<file path="src/verilog/hal_pkg.sv">
//////////////////////////////////////////////////
// Shared widths, reset defaults and encodings
// Host opcodes and window calculator states
//////////////////////////////////////////////////

package hal_pkg;

	//////////////////////////////////////////////////
	// Widths

	// Pixel and line dimensions
	localparam int DIM_W = 12;

	// Host data word
	localparam int DATA_W = 16;

	// Sync duration counters
	localparam int SYNC_CNT_W = 16;

	//////////////////////////////////////////////////
	// Defaults

	// 1920x1080 until the host sends timing
	localparam logic [DIM_W-1:0] DEF_WIDTH  = 12'd1920;
	localparam logic [DIM_W-1:0] DEF_HEIGHT = 12'd1080;

	// Data words carried by the timing command
	localparam int TIMING_WORDS = 8;

	//////////////////////////////////////////////////
	// Encodings

	// Kept host opcodes, CMD_NONE while nothing is latched
	typedef enum logic [7:0] {
		CMD_NONE   = 8'h00,
		CMD_TIMING = 8'h20,
		CMD_VSET   = 8'h27,
		CMD_HSET   = 8'h37,
		CMD_ASPECT = 8'h3A
	} host_cmd_e;

	// Window calculator sequence
	typedef enum logic [2:0] {
		WIN_IDLE,
		WIN_W_START,
		WIN_W_WAIT,
		WIN_H_START,
		WIN_H_WAIT,
		WIN_CLAMP,
		WIN_CENTRE
	} win_state_e;

endpackage

</file>
<file path="src/verilog/video_cfg_if.sv">
//////////////////////////////////////////////////
// Decoded video settings, decoder to window calc
//////////////////////////////////////////////////

interface video_cfg_if import hal_pkg::*; ();

	// Active frame size
	logic [DIM_W-1:0] width;
	logic [DIM_W-1:0] height;

	// Output limits, zero means none
	logic [DIM_W-1:0] hset;
	logic [DIM_W-1:0] vset;
	logic             freescale;

	// Aspect ratio, zero means none
	logic [DIM_W-1:0] arx;
	logic [DIM_W-1:0] ary;

	modport source (output width, height, hset, vset, freescale, arx, ary);

	modport sink (input width, height, hset, vset, freescale, arx, ary);

endinterface

</file>
<file path="src/verilog/host_cmd_decoder.sv">
//////////////////////////////////////////////////
// Host command decoder with delayed acknowledge
// Holds the video settings registers
//////////////////////////////////////////////////

module host_cmd_decoder import hal_pkg::*; (
	input  logic              clk_sys,
	input  logic              resetd,
	input  logic              i_io_uio,
	input  logic              i_io_strobe,
	input  logic [DATA_W-1:0] i_io_din,
	output logic              o_io_ack,
	video_cfg_if.source       cfg
);

	logic      strobe_q1;
	logic      strobe_q2;
	logic      strobe_rise;
	logic      has_cmd;
	host_cmd_e cmd;
	logic [$clog2(TIMING_WORDS+1)-1:0] word_cnt;

	// Two-stage strobe delay doubles as the acknowledge
	assign strobe_rise = strobe_q1 & ~strobe_q2;
	assign o_io_ack    = strobe_q2;

	always_ff @(posedge clk_sys) begin
		if (resetd) begin
			strobe_q1 <= 1'b0;
			strobe_q2 <= 1'b0;
		end else begin
			strobe_q1 <= i_io_strobe;
			strobe_q2 <= strobe_q1;
		end
	end

	//////////////////////////////////////////////////
	// Command and data words

	always_ff @(posedge clk_sys) begin
		if (resetd) begin
			has_cmd       <= 1'b0;
			cmd           <= CMD_NONE;
			word_cnt      <= '0;
			cfg.width     <= DEF_WIDTH;
			cfg.height    <= DEF_HEIGHT;
			cfg.hset      <= '0;
			cfg.vset      <= '0;
			cfg.freescale <= 1'b0;
			cfg.arx       <= '0;
			cfg.ary       <= '0;
		end else if (!i_io_uio) begin
			// Select dropped so the next word is a new opcode
			has_cmd  <= 1'b0;
			cmd      <= CMD_NONE;
			word_cnt <= '0;
		end else if (strobe_rise) begin
			if (!has_cmd) begin
				has_cmd  <= 1'b1;
				cmd      <= host_cmd_e'(i_io_din[7:0]);
				word_cnt <= '0;
			end else begin
				if (word_cnt != '1)
					word_cnt <= word_cnt + 1'b1;
				case (cmd)
					CMD_TIMING: begin
						// Porches and sync words are counted but not stored
						if (word_cnt == 0)
							cfg.width <= i_io_din[DIM_W-1:0];
						if (word_cnt == 4)
							cfg.height <= i_io_din[DIM_W-1:0];
					end
					CMD_VSET: cfg.vset <= i_io_din[DIM_W-1:0];
					CMD_HSET: begin
						cfg.hset      <= i_io_din[DIM_W-1:0];
						cfg.freescale <= i_io_din[DATA_W-1];
					end
					CMD_ASPECT: begin
						if (word_cnt == 0)
							cfg.arx <= i_io_din[DIM_W-1:0];
						if (word_cnt == 1)
							cfg.ary <= i_io_din[DIM_W-1:0];
					end
					default: ;
				endcase
			end
		end
	end

	a_timing_cnt: assert property (@(posedge clk_sys) disable iff (resetd)
		(cmd == CMD_TIMING) |-> (word_cnt <= TIMING_WORDS))
		else $error("timing word counter past last word");

endmodule

</file>
<file path="src/verilog/umuldiv.sv">
//////////////////////////////////////////////////
// Sequential unsigned multiply then divide
//////////////////////////////////////////////////

module umuldiv import hal_pkg::*; (
	input  logic             clk_sys,
	input  logic             resetd,
	input  logic             i_start,
	output logic             o_busy,
	input  logic [DIM_W-1:0] i_mul1,
	input  logic [DIM_W-1:0] i_mul2,
	input  logic [DIM_W-1:0] i_div,
	output logic [DIM_W-1:0] o_result
);

	logic [2*DIM_W-1:0]       prod;
	logic [DIM_W:0]           rem;
	logic [DIM_W:0]           rem_sh;
	logic [DIM_W-1:0]         quo;
	logic [DIM_W-1:0]         div_q;
	logic [$clog2(DIM_W)-1:0] step;
	logic                     busy;
	logic                     chk;
	logic                     ovf;

	assign prod     = i_mul1 * i_mul2;
	// Next dividend bit shifted into the partial remainder
	assign rem_sh   = {rem[DIM_W-1:0], quo[DIM_W-1]};
	assign o_busy   = busy;
	assign o_result = ovf ? '1 : quo;

	// First busy cycle checks overflow, then one quotient bit per cycle
	always_ff @(posedge clk_sys) begin
		if (resetd) begin
			busy <= 1'b0;
			chk  <= 1'b0;
			step <= '0;
		end else if (!busy) begin
			if (i_start) begin
				busy <= 1'b1;
				chk  <= 1'b1;
			end
		end else if (chk) begin
			chk  <= 1'b0;
			step <= ($clog2(DIM_W))'(DIM_W - 1);
		end else begin
			step <= step - 1'b1;
			if (step == '0)
				busy <= 1'b0;
		end
	end

	always_ff @(posedge clk_sys) begin
		if (!busy && i_start) begin
			rem   <= {1'b0, prod[2*DIM_W-1:DIM_W]};
			quo   <= prod[DIM_W-1:0];
			div_q <= i_div;
		end else if (busy && chk) begin
			// Quotient too wide for DIM_W bits, or divide by zero
			ovf <= (div_q == '0) || (rem[DIM_W-1:0] >= div_q);
		end else if (busy) begin
			if (rem_sh >= {1'b0, div_q}) begin
				rem <= rem_sh - {1'b0, div_q};
				quo <= {quo[DIM_W-2:0], 1'b1};
			end else begin
				rem <= rem_sh;
				quo <= {quo[DIM_W-2:0], 1'b0};
			end
		end
	end

	a_no_restart: assert property (@(posedge clk_sys) disable iff (resetd)
		o_busy |-> !i_start)
		else $error("start while division in progress");

endmodule

</file>
<file path="src/verilog/video_window_calc.sv">
//////////////////////////////////////////////////
// Output size limits and aspect correction
// Centred video window in the output frame
//////////////////////////////////////////////////

module video_window_calc import hal_pkg::*; (
	input  logic             clk_sys,
	input  logic             resetd,
	video_cfg_if.sink        cfg,
	output logic [DIM_W-1:0] o_hmin,
	output logic [DIM_W-1:0] o_hmax,
	output logic [DIM_W-1:0] o_vmin,
	output logic [DIM_W-1:0] o_vmax
);

	logic [DIM_W-1:0] out_w;
	logic [DIM_W-1:0] out_h;
	logic [DIM_W-1:0] wcalc;
	logic [DIM_W-1:0] hcalc;
	logic [DIM_W-1:0] win_w;
	logic [DIM_W-1:0] win_h;
	logic [DIM_W-1:0] h_off;
	logic [DIM_W-1:0] v_off;
	logic             md_start;
	logic             md_busy;
	logic [DIM_W-1:0] md_mul1;
	logic [DIM_W-1:0] md_mul2;
	logic [DIM_W-1:0] md_div;
	logic [DIM_W-1:0] md_res;
	win_state_e       state;

	umuldiv u_muldiv (
		.clk_sys  (clk_sys),
		.resetd   (resetd),
		.i_start  (md_start),
		.o_busy   (md_busy),
		.i_mul1   (md_mul1),
		.i_mul2   (md_mul2),
		.i_div    (md_div),
		.o_result (md_res)
	);

	// Limit applies only when set and smaller than the frame
	always_ff @(posedge clk_sys) begin
		out_w <= (cfg.hset != '0 && cfg.hset < cfg.width) ? cfg.hset : cfg.width;
		out_h <= (cfg.vset != '0 && cfg.vset < cfg.height) ? cfg.vset : cfg.height;
	end

	assign h_off = (cfg.width - win_w) >> 1;
	assign v_off = (cfg.height - win_h) >> 1;

	always_ff @(posedge clk_sys) begin
		if (resetd) begin
			state    <= WIN_IDLE;
			md_start <= 1'b0;
			o_hmin   <= '0;
			o_hmax   <= DEF_WIDTH - 1'b1;
			o_vmin   <= '0;
			o_vmax   <= DEF_HEIGHT - 1'b1;
		end else begin
			md_start <= 1'b0;
			case (state)
				WIN_IDLE: begin
					if (cfg.freescale || cfg.arx == '0 || cfg.ary == '0) begin
						wcalc <= out_w;
						hcalc <= out_h;
						state <= WIN_CLAMP;
					end else begin
						state <= WIN_W_START;
					end
				end
				WIN_W_START: begin
					md_mul1  <= out_h;
					md_mul2  <= cfg.arx;
					md_div   <= cfg.ary;
					md_start <= 1'b1;
					state    <= WIN_W_WAIT;
				end
				WIN_W_WAIT: begin
					if (!md_start && !md_busy) begin
						wcalc <= md_res;
						state <= WIN_H_START;
					end
				end
				WIN_H_START: begin
					md_mul1  <= out_w;
					md_mul2  <= cfg.ary;
					md_div   <= cfg.arx;
					md_start <= 1'b1;
					state    <= WIN_H_WAIT;
				end
				WIN_H_WAIT: begin
					if (!md_start && !md_busy) begin
						hcalc <= md_res;
						state <= WIN_CLAMP;
					end
				end
				WIN_CLAMP: begin
					win_w <= (wcalc > out_w) ? out_w : wcalc;
					win_h <= (hcalc > out_h) ? out_h : hcalc;
					state <= WIN_CENTRE;
				end
				WIN_CENTRE: begin
					o_hmin <= h_off;
					o_hmax <= h_off + win_w - 1'b1;
					o_vmin <= v_off;
					o_vmax <= v_off + win_h - 1'b1;
					state  <= WIN_IDLE;
				end
				default: state <= WIN_IDLE;
			endcase
		end
	end

	a_window_order: assert property (@(posedge clk_sys) disable iff (resetd)
		(o_hmin <= o_hmax) && (o_vmin <= o_vmax))
		else $error("window bounds inverted");

endmodule

</file>
<file path="src/verilog/sync_polarity_fix.sv">
//////////////////////////////////////////////////
// Sync polarity normaliser, active high out
//////////////////////////////////////////////////

module sync_polarity_fix import hal_pkg::*; (
	input  logic clk_sys,
	input  logic resetd,
	input  logic i_sync,
	output logic o_sync
);

	logic                  sync_q1;
	logic                  sync_q2;
	logic                  pol;
	logic [SYNC_CNT_W-1:0] cnt;
	logic [SYNC_CNT_W-1:0] high_len;
	logic [SYNC_CNT_W-1:0] low_len;

	// Longer high phase means the pulses are active low
	assign o_sync = i_sync ^ pol;

	always_ff @(posedge clk_sys) begin
		if (resetd) begin
			sync_q1  <= 1'b0;
			sync_q2  <= 1'b0;
			pol      <= 1'b0;
			cnt      <= '0;
			high_len <= '0;
			low_len  <= '0;
		end else begin
			sync_q1 <= i_sync;
			sync_q2 <= sync_q1;
			if (sync_q1 != sync_q2)
				cnt <= '0;
			else if (~&cnt)
				cnt <= cnt + 1'b1;
			if (sync_q1 & ~sync_q2)
				low_len <= cnt;
			if (~sync_q1 & sync_q2)
				high_len <= cnt;
			pol <= high_len > low_len;
		end
	end

endmodule

</file>
<file path="src/verilog/csync_gen.sv">
//////////////////////////////////////////////////
// Composite sync from normalised hsync and vsync
//////////////////////////////////////////////////

module csync_gen import hal_pkg::*; (
	input  logic clk_sys,
	input  logic resetd,
	input  logic i_hs,
	input  logic i_vs,
	output logic o_csync
);

	logic                  hs_q;
	logic                  vs_q;
	logic                  hs_part;
	logic [SYNC_CNT_W-1:0] h_cnt;
	logic [SYNC_CNT_W-1:0] line_len;
	logic [SYNC_CNT_W-1:0] hs_len;

	assign o_csync = vs_q ^ hs_part;

	always_ff @(posedge clk_sys) begin
		if (resetd) begin
			hs_q     <= 1'b0;
			vs_q     <= 1'b0;
			hs_part  <= 1'b0;
			h_cnt    <= '0;
			line_len <= '0;
			hs_len   <= '0;
		end else begin
			hs_q  <= i_hs;
			vs_q  <= i_vs;
			h_cnt <= h_cnt + 1'b1;

			// Counter restarts on both hsync edges
			if (hs_q != i_hs) begin
				h_cnt <= '0;
				if (i_hs)
					line_len <= h_cnt - hs_len;
				else
					hs_len <= h_cnt;
			end

			// Pulse moves one sync width ahead while vsync is active
			if (!i_vs)
				hs_part <= i_hs;
			else if (i_hs && !hs_q)
				hs_part <= 1'b0;
			else if (h_cnt == line_len)
				hs_part <= 1'b1;
		end
	end

endmodule

</file>
<file path="src/verilog/sys_hal_top.sv">
//////////////////////////////////////////////////
// Top level of the host and video timing block
//////////////////////////////////////////////////

module sys_hal_top import hal_pkg::*; (
	input  logic              clk_sys,
	input  logic              resetd,
	input  logic              i_io_uio,
	input  logic              i_io_strobe,
	input  logic [DATA_W-1:0] i_io_din,
	input  logic              i_hs,
	input  logic              i_vs,
	output logic              o_io_ack,
	output logic              o_hs_fix,
	output logic              o_vs_fix,
	output logic              o_csync,
	output logic [DIM_W-1:0]  o_hmin,
	output logic [DIM_W-1:0]  o_hmax,
	output logic [DIM_W-1:0]  o_vmin,
	output logic [DIM_W-1:0]  o_vmax
);

	video_cfg_if u_cfg ();

	host_cmd_decoder u_decoder (
		.clk_sys     (clk_sys),
		.resetd      (resetd),
		.i_io_uio    (i_io_uio),
		.i_io_strobe (i_io_strobe),
		.i_io_din    (i_io_din),
		.o_io_ack    (o_io_ack),
		.cfg         (u_cfg.source)
	);

	video_window_calc u_window (
		.clk_sys (clk_sys),
		.resetd  (resetd),
		.cfg     (u_cfg.sink),
		.o_hmin  (o_hmin),
		.o_hmax  (o_hmax),
		.o_vmin  (o_vmin),
		.o_vmax  (o_vmax)
	);

	// Same normaliser for both sync directions
	sync_polarity_fix u_hs_fix (
		.clk_sys (clk_sys),
		.resetd  (resetd),
		.i_sync  (i_hs),
		.o_sync  (o_hs_fix)
	);

	sync_polarity_fix u_vs_fix (
		.clk_sys (clk_sys),
		.resetd  (resetd),
		.i_sync  (i_vs),
		.o_sync  (o_vs_fix)
	);

	csync_gen u_csync (
		.clk_sys (clk_sys),
		.resetd  (resetd),
		.i_hs    (o_hs_fix),
		.i_vs    (o_vs_fix),
		.o_csync (o_csync)
	);

endmodule

</file>
<file path="config.mk">
export PLATFORM = sky130hd
export DESIGN_NAME = sys_hal_top
export DESIGN_NICKNAME = d
export VERILOG_FILES = /design/src/verilog/hal_pkg.sv /design/src/verilog/video_cfg_if.sv /design/src/verilog/host_cmd_decoder.sv /design/src/verilog/umuldiv.sv /design/src/verilog/video_window_calc.sv /design/src/verilog/sync_polarity_fix.sv /design/src/verilog/csync_gen.sv /design/src/verilog/sys_hal_top.sv
export SDC_FILE = /design/constraint.sdc
export NUM_CORES = 1
export LEC_CHECK = 0
export ABC_AREA = 1
export ABC_CLOCK_PERIOD_IN_PS = 6900
export BUFFER_PORTS_ARGS = -buffer_cell sky130_fd_sc_hd__buf_2
export CAP_MARGIN = 5
export CORE_MARGIN = 3
export CORE_UTILIZATION = 45
export DETAILED_ROUTE_END_ITERATION = 12
export GPL_TIMING_DRIVEN = 0
export SLEW_MARGIN = 10
export SYNTH_ARGS = -nofsm -noshare
export SYNTH_HDL_FRONTEND = slang
export SYNTH_SLANG_ARGS = --single-unit
export TNS_END_PERCENT = 10
</file>
<file path="constraint.sdc">
create_clock -name clk_sys -period 6.9 [get_ports clk_sys]
set_input_delay 0.345 -clock clk_sys [delete_from_list [all_inputs] [get_ports clk_sys]]
set_output_delay 0.345 -clock clk_sys [all_outputs]
set_load 0.01 [all_outputs]
</file>
* After elaboration in Yosys (flattened, before gate mapping)
Index checks and enable logic that the tools add are counted.
** Storage, ports and cells
- Bits in registers :: 442
- Bits in latches :: 0
- RAM bits :: 0
- Bits in read-only memories :: 0
- Input bits :: 22
- Output and inout bits :: 52
- Word-level logic and storage cells :: 200
- Memories kept :: 0
** Operators by class
- Add/subtract/negate cells :: 13
- $mul :: 1
- Div/mod/pow operators :: 0
- $lt $le $gt $ge :: 8
- Equality and inequality tests :: 23
- Shift-type cells :: 0
- Multiplexer cells :: 36
- Bitwise operators :: 18
- Reductions and logical operators :: 49
** Operators by type and width (number)
- two-way mux 12 bit :: 15
- case mux 12 bit (2 select lines) :: 5
- adder 16 x 1 -> 16 bit, second input constant :: 3
- zero test 12 bit :: 3
- subtractor 12 bit :: 3
- == test 8 x 6 -> 1 bit, second input constant :: 4
- greater-than comparator 16 bit :: 2
- AND reduction 16 bit :: 2
- adder 11 x 12 -> 12 bit :: 2
- greater-than comparator 12 bit :: 2
- < comparator 12 bit :: 2
- multiplier 12 x 12 -> 24 bit :: 1
- nonzero test 12 bit :: 2
- subtractor 12 x 1 -> 12 bit, second input constant :: 2
- AND reduction 5 bit :: 4
- case mux 3 bit (6 select lines) :: 1
- AND reduction 2 bit :: 9
- == test 16 bit :: 1
- AND reduction 4 bit :: 4
- subtractor 16 bit :: 1
- >= comparator 13 x 12 -> 1 bit :: 1
- >= comparator 12 bit :: 1
- two-way mux 4 bit :: 3
- OR reduction 2 bit :: 6
- other kinds (23) :: 69

* Depth between registers and ports, before layout
Gate-level depths: netlist of the first run.
- Word-level depth :: 5
- Depth in mapped cells :: 25
- Gate-level depth less buffers :: 24

* Cells and area by module
A second synthesis of the first run with hierarchy kept.
** Second synthesis, totals
- Cell total of the unflattened synthesis :: 4230
- Area, all modules :: 30586.8 µm²
** Modules (own cells, without submodules)
- video_window_calc :: instances 1, cells an instance 1441, area each 10526.3 µm², seq. area each 4003.8 µm²
- umuldiv :: instances 1, cells an instance 1097, area each 8145.3 µm², seq. area each 1231.2 µm²
- host_cmd_decoder :: instances 1, cells an instance 538, area each 3751.1 µm², seq. area each 1761.7 µm²
- csync_gen :: instances 1, cells an instance 488, area each 3189.3 µm², seq. area each 1021.0 µm²
- sync_polarity_fix at u_hs_fix :: instances 1, cells an instance 333, area each 2499.9 µm², seq. area each 1021.0 µm²
- sync_polarity_fix at u_vs_fix :: instances 1, cells an instance 333, area each 2474.9 µm², seq. area each 1021.0 µm²

* Least setup slack after synthesis of the first run
Ideal clock, no wire load.
- Path type :: reg-to-reg
- From :: reg u_window.md_mul1[0]
- To :: reg u_window.u_muldiv.rem[5], data pin
- Setup time :: 0.253 ns
- Arrival time :: 4.584 ns
- Path slack :: 2.062 ns
- Stages on the path, launching flop included :: 20
- Path buffers :: 1
- Period minus slack after synthesis :: 4.838 ns
- Path through :: edfxtp_1 -> clkbuf_1 -> nand2_1 -> fa_1 -> fa_1 -> inv_1 -> fa_1 -> fa_1 -> inv_1 -> fa_1 -> inv_1 -> ha_1 -> nand2_1 -> nor2_1 -> nand2_1 -> or2_2 -> nand2_1 -> nand2_1 -> nand3_1 -> nand2_1
** On the way
- Cells in the longest elaborated chain, start to end :: 2
** Ends and longest elaborated chain
- start: declaration :: line video_window_calc.sv:26 : logic [DIM_W-1:0] md_mul1;
- start signal: assignment :: line video_window_calc.sv:73 : md_mul1 <= out_h;
- start signal: assignment :: line video_window_calc.sv:86 : md_mul1 <= out_w;
- multiplier 12 x 12 -> 24 bit :: line umuldiv.sv:26 : assign prod = i_mul1 * i_mul2;
- two-way mux 12 bit :: line umuldiv.sv:54 : if (!busy && i_start) begin
- end signal: assignment :: line umuldiv.sv:55 : rem <= {1'b0, prod[2*DIM_W-1:DIM_W]};
- end signal: assignment :: line umuldiv.sv:63 : rem <= rem_sh - {1'b0, div_q};
- end signal: assignment :: line umuldiv.sv:66 : rem <= rem_sh;
- end: declaration :: line umuldiv.sv:17 : logic [DIM_W:0] rem;
Every way passes these cells.
A chain may end at the register's enable or synchronous reset.

* Worst setup path in the final report of the first run
- From :: reg u_window.md_mul2[5]
- To :: reg u_window.u_muldiv.rem[2], data pin
** On the way
- Cells in the longest elaborated chain, start to end :: 2
** Ends and longest elaborated chain
- start: declaration :: line video_window_calc.sv:27 : logic [DIM_W-1:0] md_mul2;
- start signal: assignment :: line video_window_calc.sv:74 : md_mul2 <= cfg.arx;
- start signal: assignment :: line video_window_calc.sv:87 : md_mul2 <= cfg.ary;
- multiplier 12 x 12 -> 24 bit :: line umuldiv.sv:26
- two-way mux 12 bit :: line umuldiv.sv:54
Every way passes these cells.

==> results.txt, run 1 <==
outcome = completed
Min-Delay Endpoint = u_decoder.cfg.height[4]$_SDFFE_PP1P_
Final WS setup = 1.371 ns
Post-CTS Setup Inserts = 0
sequential share of power = 31.8%
count of different cell masters after synthesis = 50
Total Wirelength = 80670 microns
Post-synth EDFFs = 121
Seq/Total Area, Yosys = 34.57%
f_max = 180.9 MHz
I/O Pins = 74
Post-Syn Area = 29100 sq um
Final Instance Count excl. Fillers = 4938
remaining global-route overflow = 0
placed instance count = 4843
Reg2Reg Depth = 17
Final Skew = 0.02182 ns
Core Box Area = 63540 sq um
initial antenna violation count = 7
CTS tree = built
family with the most delay on the worst path = adder cells
Peak supply drop = 0.0002054 V
first-pass GRT wire length = 127100 microns
area delta synth->final = 11.04%
Slew headroom = 19.79%
layout cells sized above 1 = 5.917%
CTS max path bufs = 3
Switching Fraction = 38.26%
largest family of logic cells by synthesized area = simple AND/OR/NAND/NOR gates
Clk Latency, worst-skew pair = 0.60 ns
hold wc startpoint = i_io_din[4]
worst reg2reg path startpoint = u_window.md_mul2[5]$_DFFE_PP_
worst setup path startpoint = u_window.md_mul2[5]$_DFFE_PP_
flop-to-flop setup slack = 1.37 ns
Slew Viols, Final = 0
dpl hpwl = 63280 microns
CTS buffer count = 49
Worst Setup End Kind = flip-flop
syn_area_per_cell = 7.421 sq um
Hold Fails Final Rpt = 0
CP arrival = 5.85 ns
worst slew pin tran = 1.203 ns
Port Buffer Count = 68
most frequent cells in the layout = nand2_1, inv_1, o21ai_0
Initial Util = 45.80%
simple-gate share of the synthesized area = 21.99%
crit-path max cell delay = 0.57 ns
fin nets = 4433
WL/cell = 16.34 microns
DRT iter0 DRCs = 1871
most common cell after layout, fill and taps aside = nand2_1
depth of the CTS H-tree = 2
overall die width = 260.3 microns
clk root buf = clkbuf_16
Hold Path Class = in -> reg
CP Max Fanout = 10
Filler Cell Count = 6397
fin crit share = 80.12%
Synth Instances = 3921
critical path class = reg -> reg
most used cell, CP = fa_1
number of synthesized register bits = 442
crit-path cells = clkbuf_1 -> nand2_1 -> fa_1 -> inv_1 -> fa_1 -> fa_1 -> fa_1 -> inv_1 -> fa_1 -> inv_1 -> ha_1 -> nand2_1 -> inv_1 -> a21oi_1 -> nand3_1 -> o21ai_0 -> nand2_1
routed vias = 25032
final setup vio count = 0
Pre-antenna DRT Iters = 8
pwr/cell area = 292.8 nW/um^2
CTS clk-pin slew, worst paths = 0.06 ns
Die Area = 67750 sq um
r2r endpoint = u_window.u_muldiv.rem[2]$_DFFE_PP_
Synth Area in Adders = 18.21%
Gate power share = 39.2%
Max Cap Viol = 0
Total Neg Setup Slack = 0 ns
largest net degree at the start of global routing = 22
final core utilization = 50.85%
post-synthesis compound-gate area fraction = 12.02%
hold depth = 3
Synth Flop Type = dfxtp_1
Synth Warn # = 0
routed vias/inst = 5.069
Crit path required time = 7.22 ns
Sw Pwr = 3.620 mW
die height = 260.3 microns
clock share of power = 29.0%
Residual DRC = 0
CP startpoint kind = flip-flop
CP bufs+invs = 5
Int Pwr = 5.840 mW
post-synthesis mux area share = 0%
post-layout min period = 5.529 ns
share of synthesized registers carrying an async set or reset = 0%
Global Route Usage Sum = 23.76%
Clock Sinks = 442
LEAKAGE = 15.75 nW
Setup WS pre-CTS = 1.382 ns
vias in the first global route = 23422
slowest stage cell on the critical path = fa_1
GPL Wtd Cong = 0.9103
post-detailed-route count of antenna-violating nets = 0
row count = 92
XOR/XNOR Fraction of Synth Area = 1.655%
RSZ-0062 raised after global routing = false
-- worst max path at each step --
stage,cells past startpoint,to
after detailed placement,17,u_window.u_muldiv.rem[2]$_DFFE_PP_
final,17,u_window.u_muldiv.rem[2]$_DFFE_PP_
after global routing,19,u_window.u_muldiv.rem[5]$_DFFE_PP_
after CTS,17,u_window.u_muldiv.rem[2]$_DFFE_PP_
after global placement,4,u_window.win_w[11]$_DFFE_PP_
after floorplan,19,u_window.u_muldiv.rem[5]$_DFFE_PP_
-- Yosys cell counts, types with 6 or more instances --
cell	n	area share (%)
nor2_1	283	3.7
inv_1	741	9.6
edfxtp_1	121	12
xor2_1	36	1.1
nand3b_1	10	0.26
a21o_1	6	0.15
dfxtp_1	321	22
o21ai_0	338	5.8
nand3_2	6	0.21
nand3_1	174	3.0
xnor2_1	19	0.57
buf_2	25	0.43
inv_2	8	0.10
ha_1	254	11
a31oi_1	13	0.28
nor4_1	17	0.37
o211ai_1	6	0.15
clkbuf_1	92	1.2
fa_1	106	7.3
nand2_1	867	11
nor3_1	27	0.46
or2_2	12	0.26
and2_1	12	0.26
a21oi_1	295	5.1
nand4_1	73	1.6
nor2_2	8	0.17
buf_4	6	0.15
-- logic make-up (layout without fill, tap and decap cells) --
family,Yosys count,after routing
AND/OR/NAND/NOR,1506,1506
buffers and inverters,878,1046
AO/OA/AOI/OAI,679,679
flip-flops,442,442
adder cells (fa/ha/maj),360,360
XOR/XNOR,55,55
other,1,4
-- area by class of cell --
| class | count | area, sq um | share of cell area [%] |
|---|---|---|---|
| inverters | 751 | 2819 | 8.724 |
| multi-input cells | 2602 | 15700 | 48.60 |
| diodes | 2 | 5.005 | 0.01549 |
| clock inverters | 20 | 244.0 | 0.7551 |
| clock buffers | 70 | 1449 | 4.484 |
| repair buffers | 78 | 434.2 | 1.344 |
| plain buffers | 127 | 538.0 | 1.665 |
| well taps | 846 | 1059 | 3.276 |
| flip-flops and latches | 442 | 10060 | 31.13 |
-- worst register-to-register path, delay by kind of cell, from the launching register on --
family / cells / cell delay (ns)
buf+inv: 5 / 0.73
compound gates: 2 / 0.55
fa+ha+maj: 6 / 2.97
simple gates: 4 / 0.59
flops: 1 / 0.41
-- state kept, by name, indices dropped and copies added (netlist names), 16 cells and up --
| register | count |
|---|---|
| u_csync.h_cnt | 16 |
| u_hs_fix.cnt | 16 |
| u_vs_fix.high_len | 16 |
| u_vs_fix.low_len | 16 |
| u_vs_fix.cnt | 16 |
| u_csync.line_len | 16 |
| u_hs_fix.high_len | 16 |
| u_csync.hs_len | 16 |
| u_hs_fix.low_len | 16 |
-- metrics by stage --
stage	hold WS (ns)	total power [mW]	cell area (sq um)
floorplan	0.4003	5.740	29100
global placement	0.4033	6.736	30500
detailed placement	0.4045	6.757	30580
CTS	0.1094	9.540	32310
global route	0.1518	10.19	32310
finish	0.1494	9.460	32310
-- what timing repair did --
action,CTS,global route
hold endpoints to repair,3,0
gates resized for setup,0,0
hold buffers,3,0
-- per-layer routing --
| layer | vias to the layer above | wire length, microns | track usage, % |
|---|---|---|---|
| li1 | 12781 | - | - |
| met4 | 8 | 1900 | 6.024 |
| met5 | - | 47 | 0 |
| met2 | 521 | 35950 | 38.30 |
| met1 | 11611 | 38630 | 33.79 |
| met3 | 111 | 4145 | 3.047 |
-- power groups by stage --
stage / combinational, mW / sequential [mW] / clock, mW
floorplan: 2.71 / 3.03 / 0
global placement: 3.67 / 3.07 / 0
detailed placement: 3.69 / 3.06 / 0
CTS: 3.73 / 3.01 / 2.80
global route: 4.26 / 3.03 / 2.90
finish: 3.70 / 3.01 / 2.74
No activity file was read; power rests on OpenSTA's default activity.
==> run 2, diff against run 1 <==
Settings changed: ABC_CLOCK_PERIOD_IN_PS 6900 to 5100.
Clock period 6.9 ns to 5.1 ns, I/O delays scaled along.
==> run 2 against run 1 <==
Compared with the run above:
- combinational power up 47%
- first-iteration DRC count fell by 2.1%
- non-clock buffer count grew 14
- flip-flop and latch count stayed put
- die area stayed put
==> results.txt, run 2 (synthesized netlist as in run 1, its figures left out) <==
Pre-antenna DRT Iters = 5 (was 8)
Die Area = 67750 sq um (unchanged)
Port Buffer Count = 68 (unchanged)
Metal-1 WL = 38330 microns (was 38630 microns)
depth of the CTS H-tree = 2 (unchanged)
dpl hpwl = 63280 microns (unchanged)
Crit path required time = 5.44 ns (was 7.22 ns)
worst slew pin tran = 1.204 ns (was 1.203 ns)
row count = 92 (unchanged)
routed vias = 25105 (was 25032)
first-pass GRT wire length = 127300 microns (was 127100 microns)
outcome = completed (unchanged)
LEAKAGE = 15.93 nW (was 15.75 nW)
Global Route Usage Sum = 23.79% (was 23.76%)
CP Max Fanout = 10 (unchanged)
f_max = 202.6 MHz (was 180.9 MHz)
met3 wire len = 4382 microns (was 4145 microns)
area delta synth->final = 12.31% (was 11.04%)
CTS max path bufs = 3 (unchanged)
placed inst area = 30580 sq um (unchanged)
Residual DRC = 0 (unchanged)
Core Box Area = 63540 sq um (unchanged)
Clock Sinks = 442 (unchanged)
hold wc startpoint = i_io_din[5] (was i_io_din[4])
most frequent cells in the layout = nand2_1, inv_1, o21ai_0 (unchanged)
CTS clk-pin slew, worst paths = 0.07 ns (was 0.06 ns)
worst setup path startpoint = u_window.md_mul2[10]$_DFFE_PP_ (was u_window.md_mul2[5]$_DFFE_PP_)
Min-Delay Endpoint = u_decoder.cfg.height[5]$_SDFFE_PP1P_ (was u_decoder.cfg.height[4]$_SDFFE_PP1P_)
overall die width = 260.3 microns (unchanged)
remaining global-route overflow = 0 (unchanged)
vias in the first global route = 23468 (was 23422)
Filler Cell Count = 6345 (was 6397)
critical path class = reg -> reg (unchanged)
initial antenna violation count = 7 (unchanged)
r2r endpoint = u_window.u_muldiv.rem[10]$_DFFE_PP_ (was u_window.u_muldiv.rem[2]$_DFFE_PP_)
CTS buffer count = 49 (unchanged)
Slew Viols, Final = 0 (unchanged)
worst reg2reg path startpoint = u_window.md_mul2[10]$_DFFE_PP_ (was u_window.md_mul2[5]$_DFFE_PP_)
post-detailed-route count of antenna-violating nets = 0 (unchanged)
fin crit share = 96.77% (was 80.12%)
die height = 260.3 microns (unchanged)
WL/cell = 16.34 microns (about the same)
Worst Setup End Kind = flip-flop (unchanged)
fin nets = 4447 (was 4433)
DRT iter0 DRCs = 1831 (was 1871)
Final Skew = 0.02087 ns (was 0.02182 ns)
hold depth = 3 (unchanged)
RSZ-0062 raised after global routing = true (was false)
Max Cap Viol = 0 (unchanged)
Clk Latency, worst-skew pair = 0.59 ns (was 0.60 ns)
pwr/cell area = 404.8 nW/um^2 (was 292.8 nW/um^2)
layout cells sized above 1 = 7.310% (was 5.917%)
clk root buf = clkbuf_16 (unchanged)
largest net degree at the start of global routing = 22 (unchanged)
Reg2Reg Depth = 19 (was 17)
I/O Pins = 74 (unchanged)
routed vias/inst = 5.070 (was 5.069)
Peak supply drop = 0.0003248 V (was 0.0002054 V)
hold slack = 0.05663 ns (was 0.1494 ns)
Total Wirelength = 80900 microns (was 80670 microns)
Top Layer Used = met5 (unchanged)
DR WL met2 = 36270 microns (was 35950 microns)
final instance area = 32680 sq um (was 32310 sq um)
flop-to-flop setup slack = 0.16 ns (was 1.37 ns)
CP startpoint kind = flip-flop (unchanged)
Slew headroom = 19.72% (was 19.79%)
post-layout min period = 4.935 ns (was 5.529 ns)
CP arrival = 5.28 ns (was 5.85 ns)
final setup vio count = 0 (unchanged)
most common cell after layout, fill and taps aside = nand2_1 (unchanged)
Hold Fails Final Rpt = 0 (unchanged)
Initial Util = 45.80% (unchanged)
GPL Wtd Cong = 0.9103 (unchanged)
Hold Path Class = in -> reg (unchanged)
CTS tree = built (unchanged)
## run 2: final cells by class
class	count	area, sq um	area share (%)
antenna	2	5.005	0.01531
sequential	442	10060	30.78
clock buffer	70	1449	4.433
buffer	122	609.3	1.864
inverter	751	2819	8.626
multi-input combinational	2602	15820	48.42
tap	846	1059	3.239
clock inverter	20	244.0	0.7466
timing repair buffer	97	614.3	1.880
## run 2: power breakdown
group	total, mW	internal, mW	switching (mW)
Clock	3.71	2.23	1.48
Sequential	4.08	3.91	0.164
Combinational	5.44	1.98	3.46
Total	13.2	8.12	5.11
## run 2: through the flow
step	utilization (%)	TNS [ns]	setup WS (ns)	instances	total power, mW
after global placement	48.00	-31.27	-0.7524	4836	9.113
after detailed placement	48.13	-3.642	-0.4182	4843	9.141
after floorplan	-	0	0.2625	3922	7.765
after CTS	51.09	0	0.002133	4943	12.94
after global routing	51.43	-0.09632	-0.02725	4950	14.22
final	51.43	0	0.1648	4952	13.23
## run 2: metal layers
layer | track usage (%) | vias up
met5 | 0 | -
met4 | 6.055 | 8
met3 | 3.047 | 112
met2 | 38.42 | 545
met1 | 33.77 | 11624
li1 | - | 12816
## run 2: how the worst max path moves through the flow
stage | slack [ns] | end
finish | 0.16 | u_window.u_muldiv.rem[10]$_DFFE_PP_
global route | -0.03 | u_window.u_muldiv.rem[6]$_DFFE_PP_
CTS | 0.002 | u_window.u_muldiv.rem[5]$_DFFE_PP_
detailed placement | -0.42 | u_window.u_muldiv.rem[2]$_DFFE_PP_
global placement | -0.75 | u_window.win_w[11]$_DFFE_PP_
floorplan | 0.26 | u_window.u_muldiv.rem[5]$_DFFE_PP_
## run 2: critical path, stage by stage, from the launching register on
cell and delay [ns]:
edfxtp_1 0.46, buf_4 0.22, nand2_1 0.08, inv_1 0.05
fa_1 0.48, fa_1 0.57, fa_1 0.44, fa_1 0.54
inv_1 0.05, fa_1 0.54, inv_1 0.05, ha_2 0.32
nand2_1 0.12, inv_1 0.07, a21oi_1 0.18, nand3_2 0.15
nand2_1 0.12, nand3_1 0.08, nand3_1 0.13, nand2_1 0.07
## run 2: what timing repair did
action / 4_1_cts / 5_1_grt
endpoints found under the hold margin: 4 / 0
pin swaps: 0 / 6
endpoints found under the setup margin: 14 / 13
gates resized for setup: 33 / 50
cloned: 0 / 0
hold buffers: 3 / 0
setup buffers: 12 / 7
==> run 3, diff against run 2 <==
Settings changed: CORE_UTILIZATION 45 to 35.
==> run 3 against run 2 <==
Compared with the run above:
- clock power shrank 1%
- critical path type unchanged
- highest routed layer is now met4
- largest power group unchanged
- routed wire length is 2.6% higher
- critical path depth increased by 1
==> results.txt, run 3 (synthesized netlist as in run 1, its figures left out) <==
Clk Latency, worst-skew pair = 0.62 ns (was 0.59 ns)
final setup vio count = 0 (unchanged)
CP arrival = 5.38 ns (was 5.28 ns)
LEAKAGE = 15.89 nW (was 15.93 nW)
Hold Fails Final Rpt = 0 (unchanged)
worst slew pin tran = 1.055 ns (was 1.204 ns)
Total Wirelength = 83000 microns (was 80900 microns)
Int Pwr = 8.033 mW (was 8.122 mW)
Clock Sinks = 442 (unchanged)
layout cells sized above 1 = 7.251% (was 7.310%)
routed vias/inst = 4.911 (was 5.070)
most frequent cells in the layout = nand2_1, inv_1, o21ai_0 (unchanged)
Hold Path Class = in -> reg (unchanged)
CTS tree = built (unchanged)
placed inst area = 30860 sq um (was 30580 sq um)
Slew headroom = 29.70% (was 19.72%)
CTS buffer count = 49 (unchanged)
Port Buffer Count = 68 (unchanged)
placed instance count = 5067 (was 4843)
Crit path required time = 5.56 ns (was 5.44 ns)
area delta synth->final = 13.16% (was 12.31%)
CTS clk-pin slew, worst paths = 0.06 ns (was 0.07 ns)
Die Area = 86640 sq um (was 67750 sq um)
CTS max path bufs = 3 (unchanged)
I/O Pins = 74 (unchanged)
f_max = 203.1 MHz (was 202.6 MHz)
dpl hpwl = 64220 microns (was 63280 microns)
outcome = completed (unchanged)
Residual DRC = 0 (unchanged)
overall die width = 294.3 microns (was 260.3 microns)
Core Box Area = 82240 sq um (was 63540 sq um)
fin crit share = 96.56% (was 96.77%)
Max Cap Viol = 0 (unchanged)
most common cell after layout, fill and taps aside = nand2_1 (unchanged)
Global Route Usage Sum = 18.98% (was 23.79%)
post-layout min period = 4.925 ns (was 4.935 ns)
Setup WS pre-CTS = -0.4521 ns (was -0.4182 ns)
clk root buf = clkbuf_16 (unchanged)
row count = 105 (was 92)
GPL Wtd Cong = 0.9198 (was 0.9103)
pwr/cell area = 405.8 nW/um^2 (was 404.8 nW/um^2)
Final Instance Count excl. Fillers = 5181 (was 4952)
critical path class = reg -> reg (unchanged)
Initial Util = 35.38% (was 45.80%)
Pre-antenna DRT Iters = 5 (unchanged)
Gate power share = 42.1% (was 41.1%)
final instance area = 32930 sq um (was 32680 sq um)
Slew Viols, Final = 0 (unchanged)
initial antenna violation count = 1 (was 7)
final core utilization = 40.04% (was 51.43%)
RSZ-0062 raised after global routing = true (unchanged)
Worst Setup End Kind = flip-flop (unchanged)
Switching Fraction = 39.89% (was 38.61%)
clock share of power = 27.4% (was 28.1%)
FF+latch area = 10060 sq um (unchanged)
vias in the first global route = 23867 (was 23468)
remaining global-route overflow = 0 (unchanged)
CP Max Fanout = 10 (unchanged)
Final Skew = 0.02998 ns (was 0.02087 ns)
DRT iter0 DRCs = 2075 (was 1831)
first-pass GRT wire length = 131000 microns (was 127300 microns)
fin nets = 4451 (was 4447)
sequential share of power = 30.5% (was 30.8%)
die height = 294.3 microns (was 260.3 microns)
CP startpoint kind = flip-flop (unchanged)
routed vias = 25444 (was 25105)
Peak supply drop = 0.0003279 V (was 0.0003248 V)
Filler Cell Count = 8515 (was 6345)
multi-input logic area = 15820 sq um (about the same)
WL/cell = 16.02 microns (was 16.34 microns)
Sw Pwr = 5.330 mW (was 5.108 mW)
depth of the CTS H-tree = 2 (unchanged)
Final WS setup = 0.1753 ns (was 0.1648 ns)
post-detailed-route count of antenna-violating nets = 0 (unchanged)
largest net degree at the start of global routing = 22 (unchanged)
==> run 3: changes by cell type in the layout (fill, tap and decap cells not counted), moves of 3 or more <==
cell and delta:
clkbuf_8 -10, clkbuf_4 +3, clkinvlp_4 +5, buf_6 +5, buf_12 -3, clkbuf_1 -5
clkinv_1 +7
==> run 3: worst paths after layout <==
check | start | to | slack, ns | depth (start not counted)
worst max-delay path | u_window.md_mul2[8]$_DFFE_PP_ | u_window.u_muldiv.rem[0]$_DFFE_PP_ | 0.18 | 20
worst min-delay path | i_io_din[3] | u_decoder.cfg.height[3]$_SDFFE_PP1P_ | 0.05 | 3
worst max register to register | u_window.md_mul2[8]$_DFFE_PP_ | u_window.u_muldiv.rem[0]$_DFFE_PP_ | 0.18 | 20
worst min register to register | u_window.md_div[1]$_DFFE_PP_ | u_window.u_muldiv.div_q[1]$_DFFE_PP_ | 0.42 | 0
==> run 3: what timing repair did <==
item | CTS | global route
setup endpoints to repair | 15 | 15
pin swaps | 0 | 10
resized for setup | 34 | 49
setup buffers | 10 | 11
hold endpoints to repair | 4 | 0
cloned | 0 | 1
hold buffers | 4 | 0
==> run 3: routing by layer <==
layer | global-route usage, % | wire length (microns)
met1 | 26.46 | 38940
met4 | 6.317 | 2794
met5 | 0 | 0
met2 | 30.47 | 36950
met3 | 2.359 | 4325
==> run 3: layout make-up <==
class                   count  area share (%)
multi-input cells        2602           48.04
flip-flops and latches    442           30.55
inverters                 751           8.561
well taps                1070           4.066
clock buffers              54           3.811
repair buffers            102           1.907
plain buffers             121           1.850
clock inverters            38           1.212
diodes                      1        0.007599
==> run 3: worst max-delay path: stages, from the launching register on <==
cell,delay [ns]
edfxtp_1,0.44
buf_8,0.18
nand2_1,0.06
inv_1,0.05
fa_1,0.54
inv_1,0.06
fa_1,0.48
inv_1,0.06
fa_1,0.46
fa_1,0.54
inv_1,0.05
fa_1,0.54
inv_1,0.07
ha_4,0.30
nand2_1,0.11
nor2_1,0.12
nand2_1,0.06
nand2_1,0.15
xor2_1,0.29
nand2_1,0.11
nand2_1,0.12
==> run 3: power groups by stage <==
stage	clock (mW)	sequential [mW]	combinational, mW
after detailed placement	0	4.15	5.11
after global routing	3.88	4.10	6.37
final	3.66	4.08	5.63
after CTS	3.74	4.07	5.21
after floorplan	0	4.10	3.66
after global placement	0	4.15	5.11
==> run 3: stage by stage <==
step                      TNS (ns)  hold WS, ns  power (mW)
after global routing      -0.09823      0.03489       14.35
after floorplan                  0       0.3620       7.765
after global placement      -25.75       0.4052       9.257
after CTS                        0      0.02227       13.03
after detailed placement    -4.404       0.4045       9.260
final                            0      0.05341       13.36
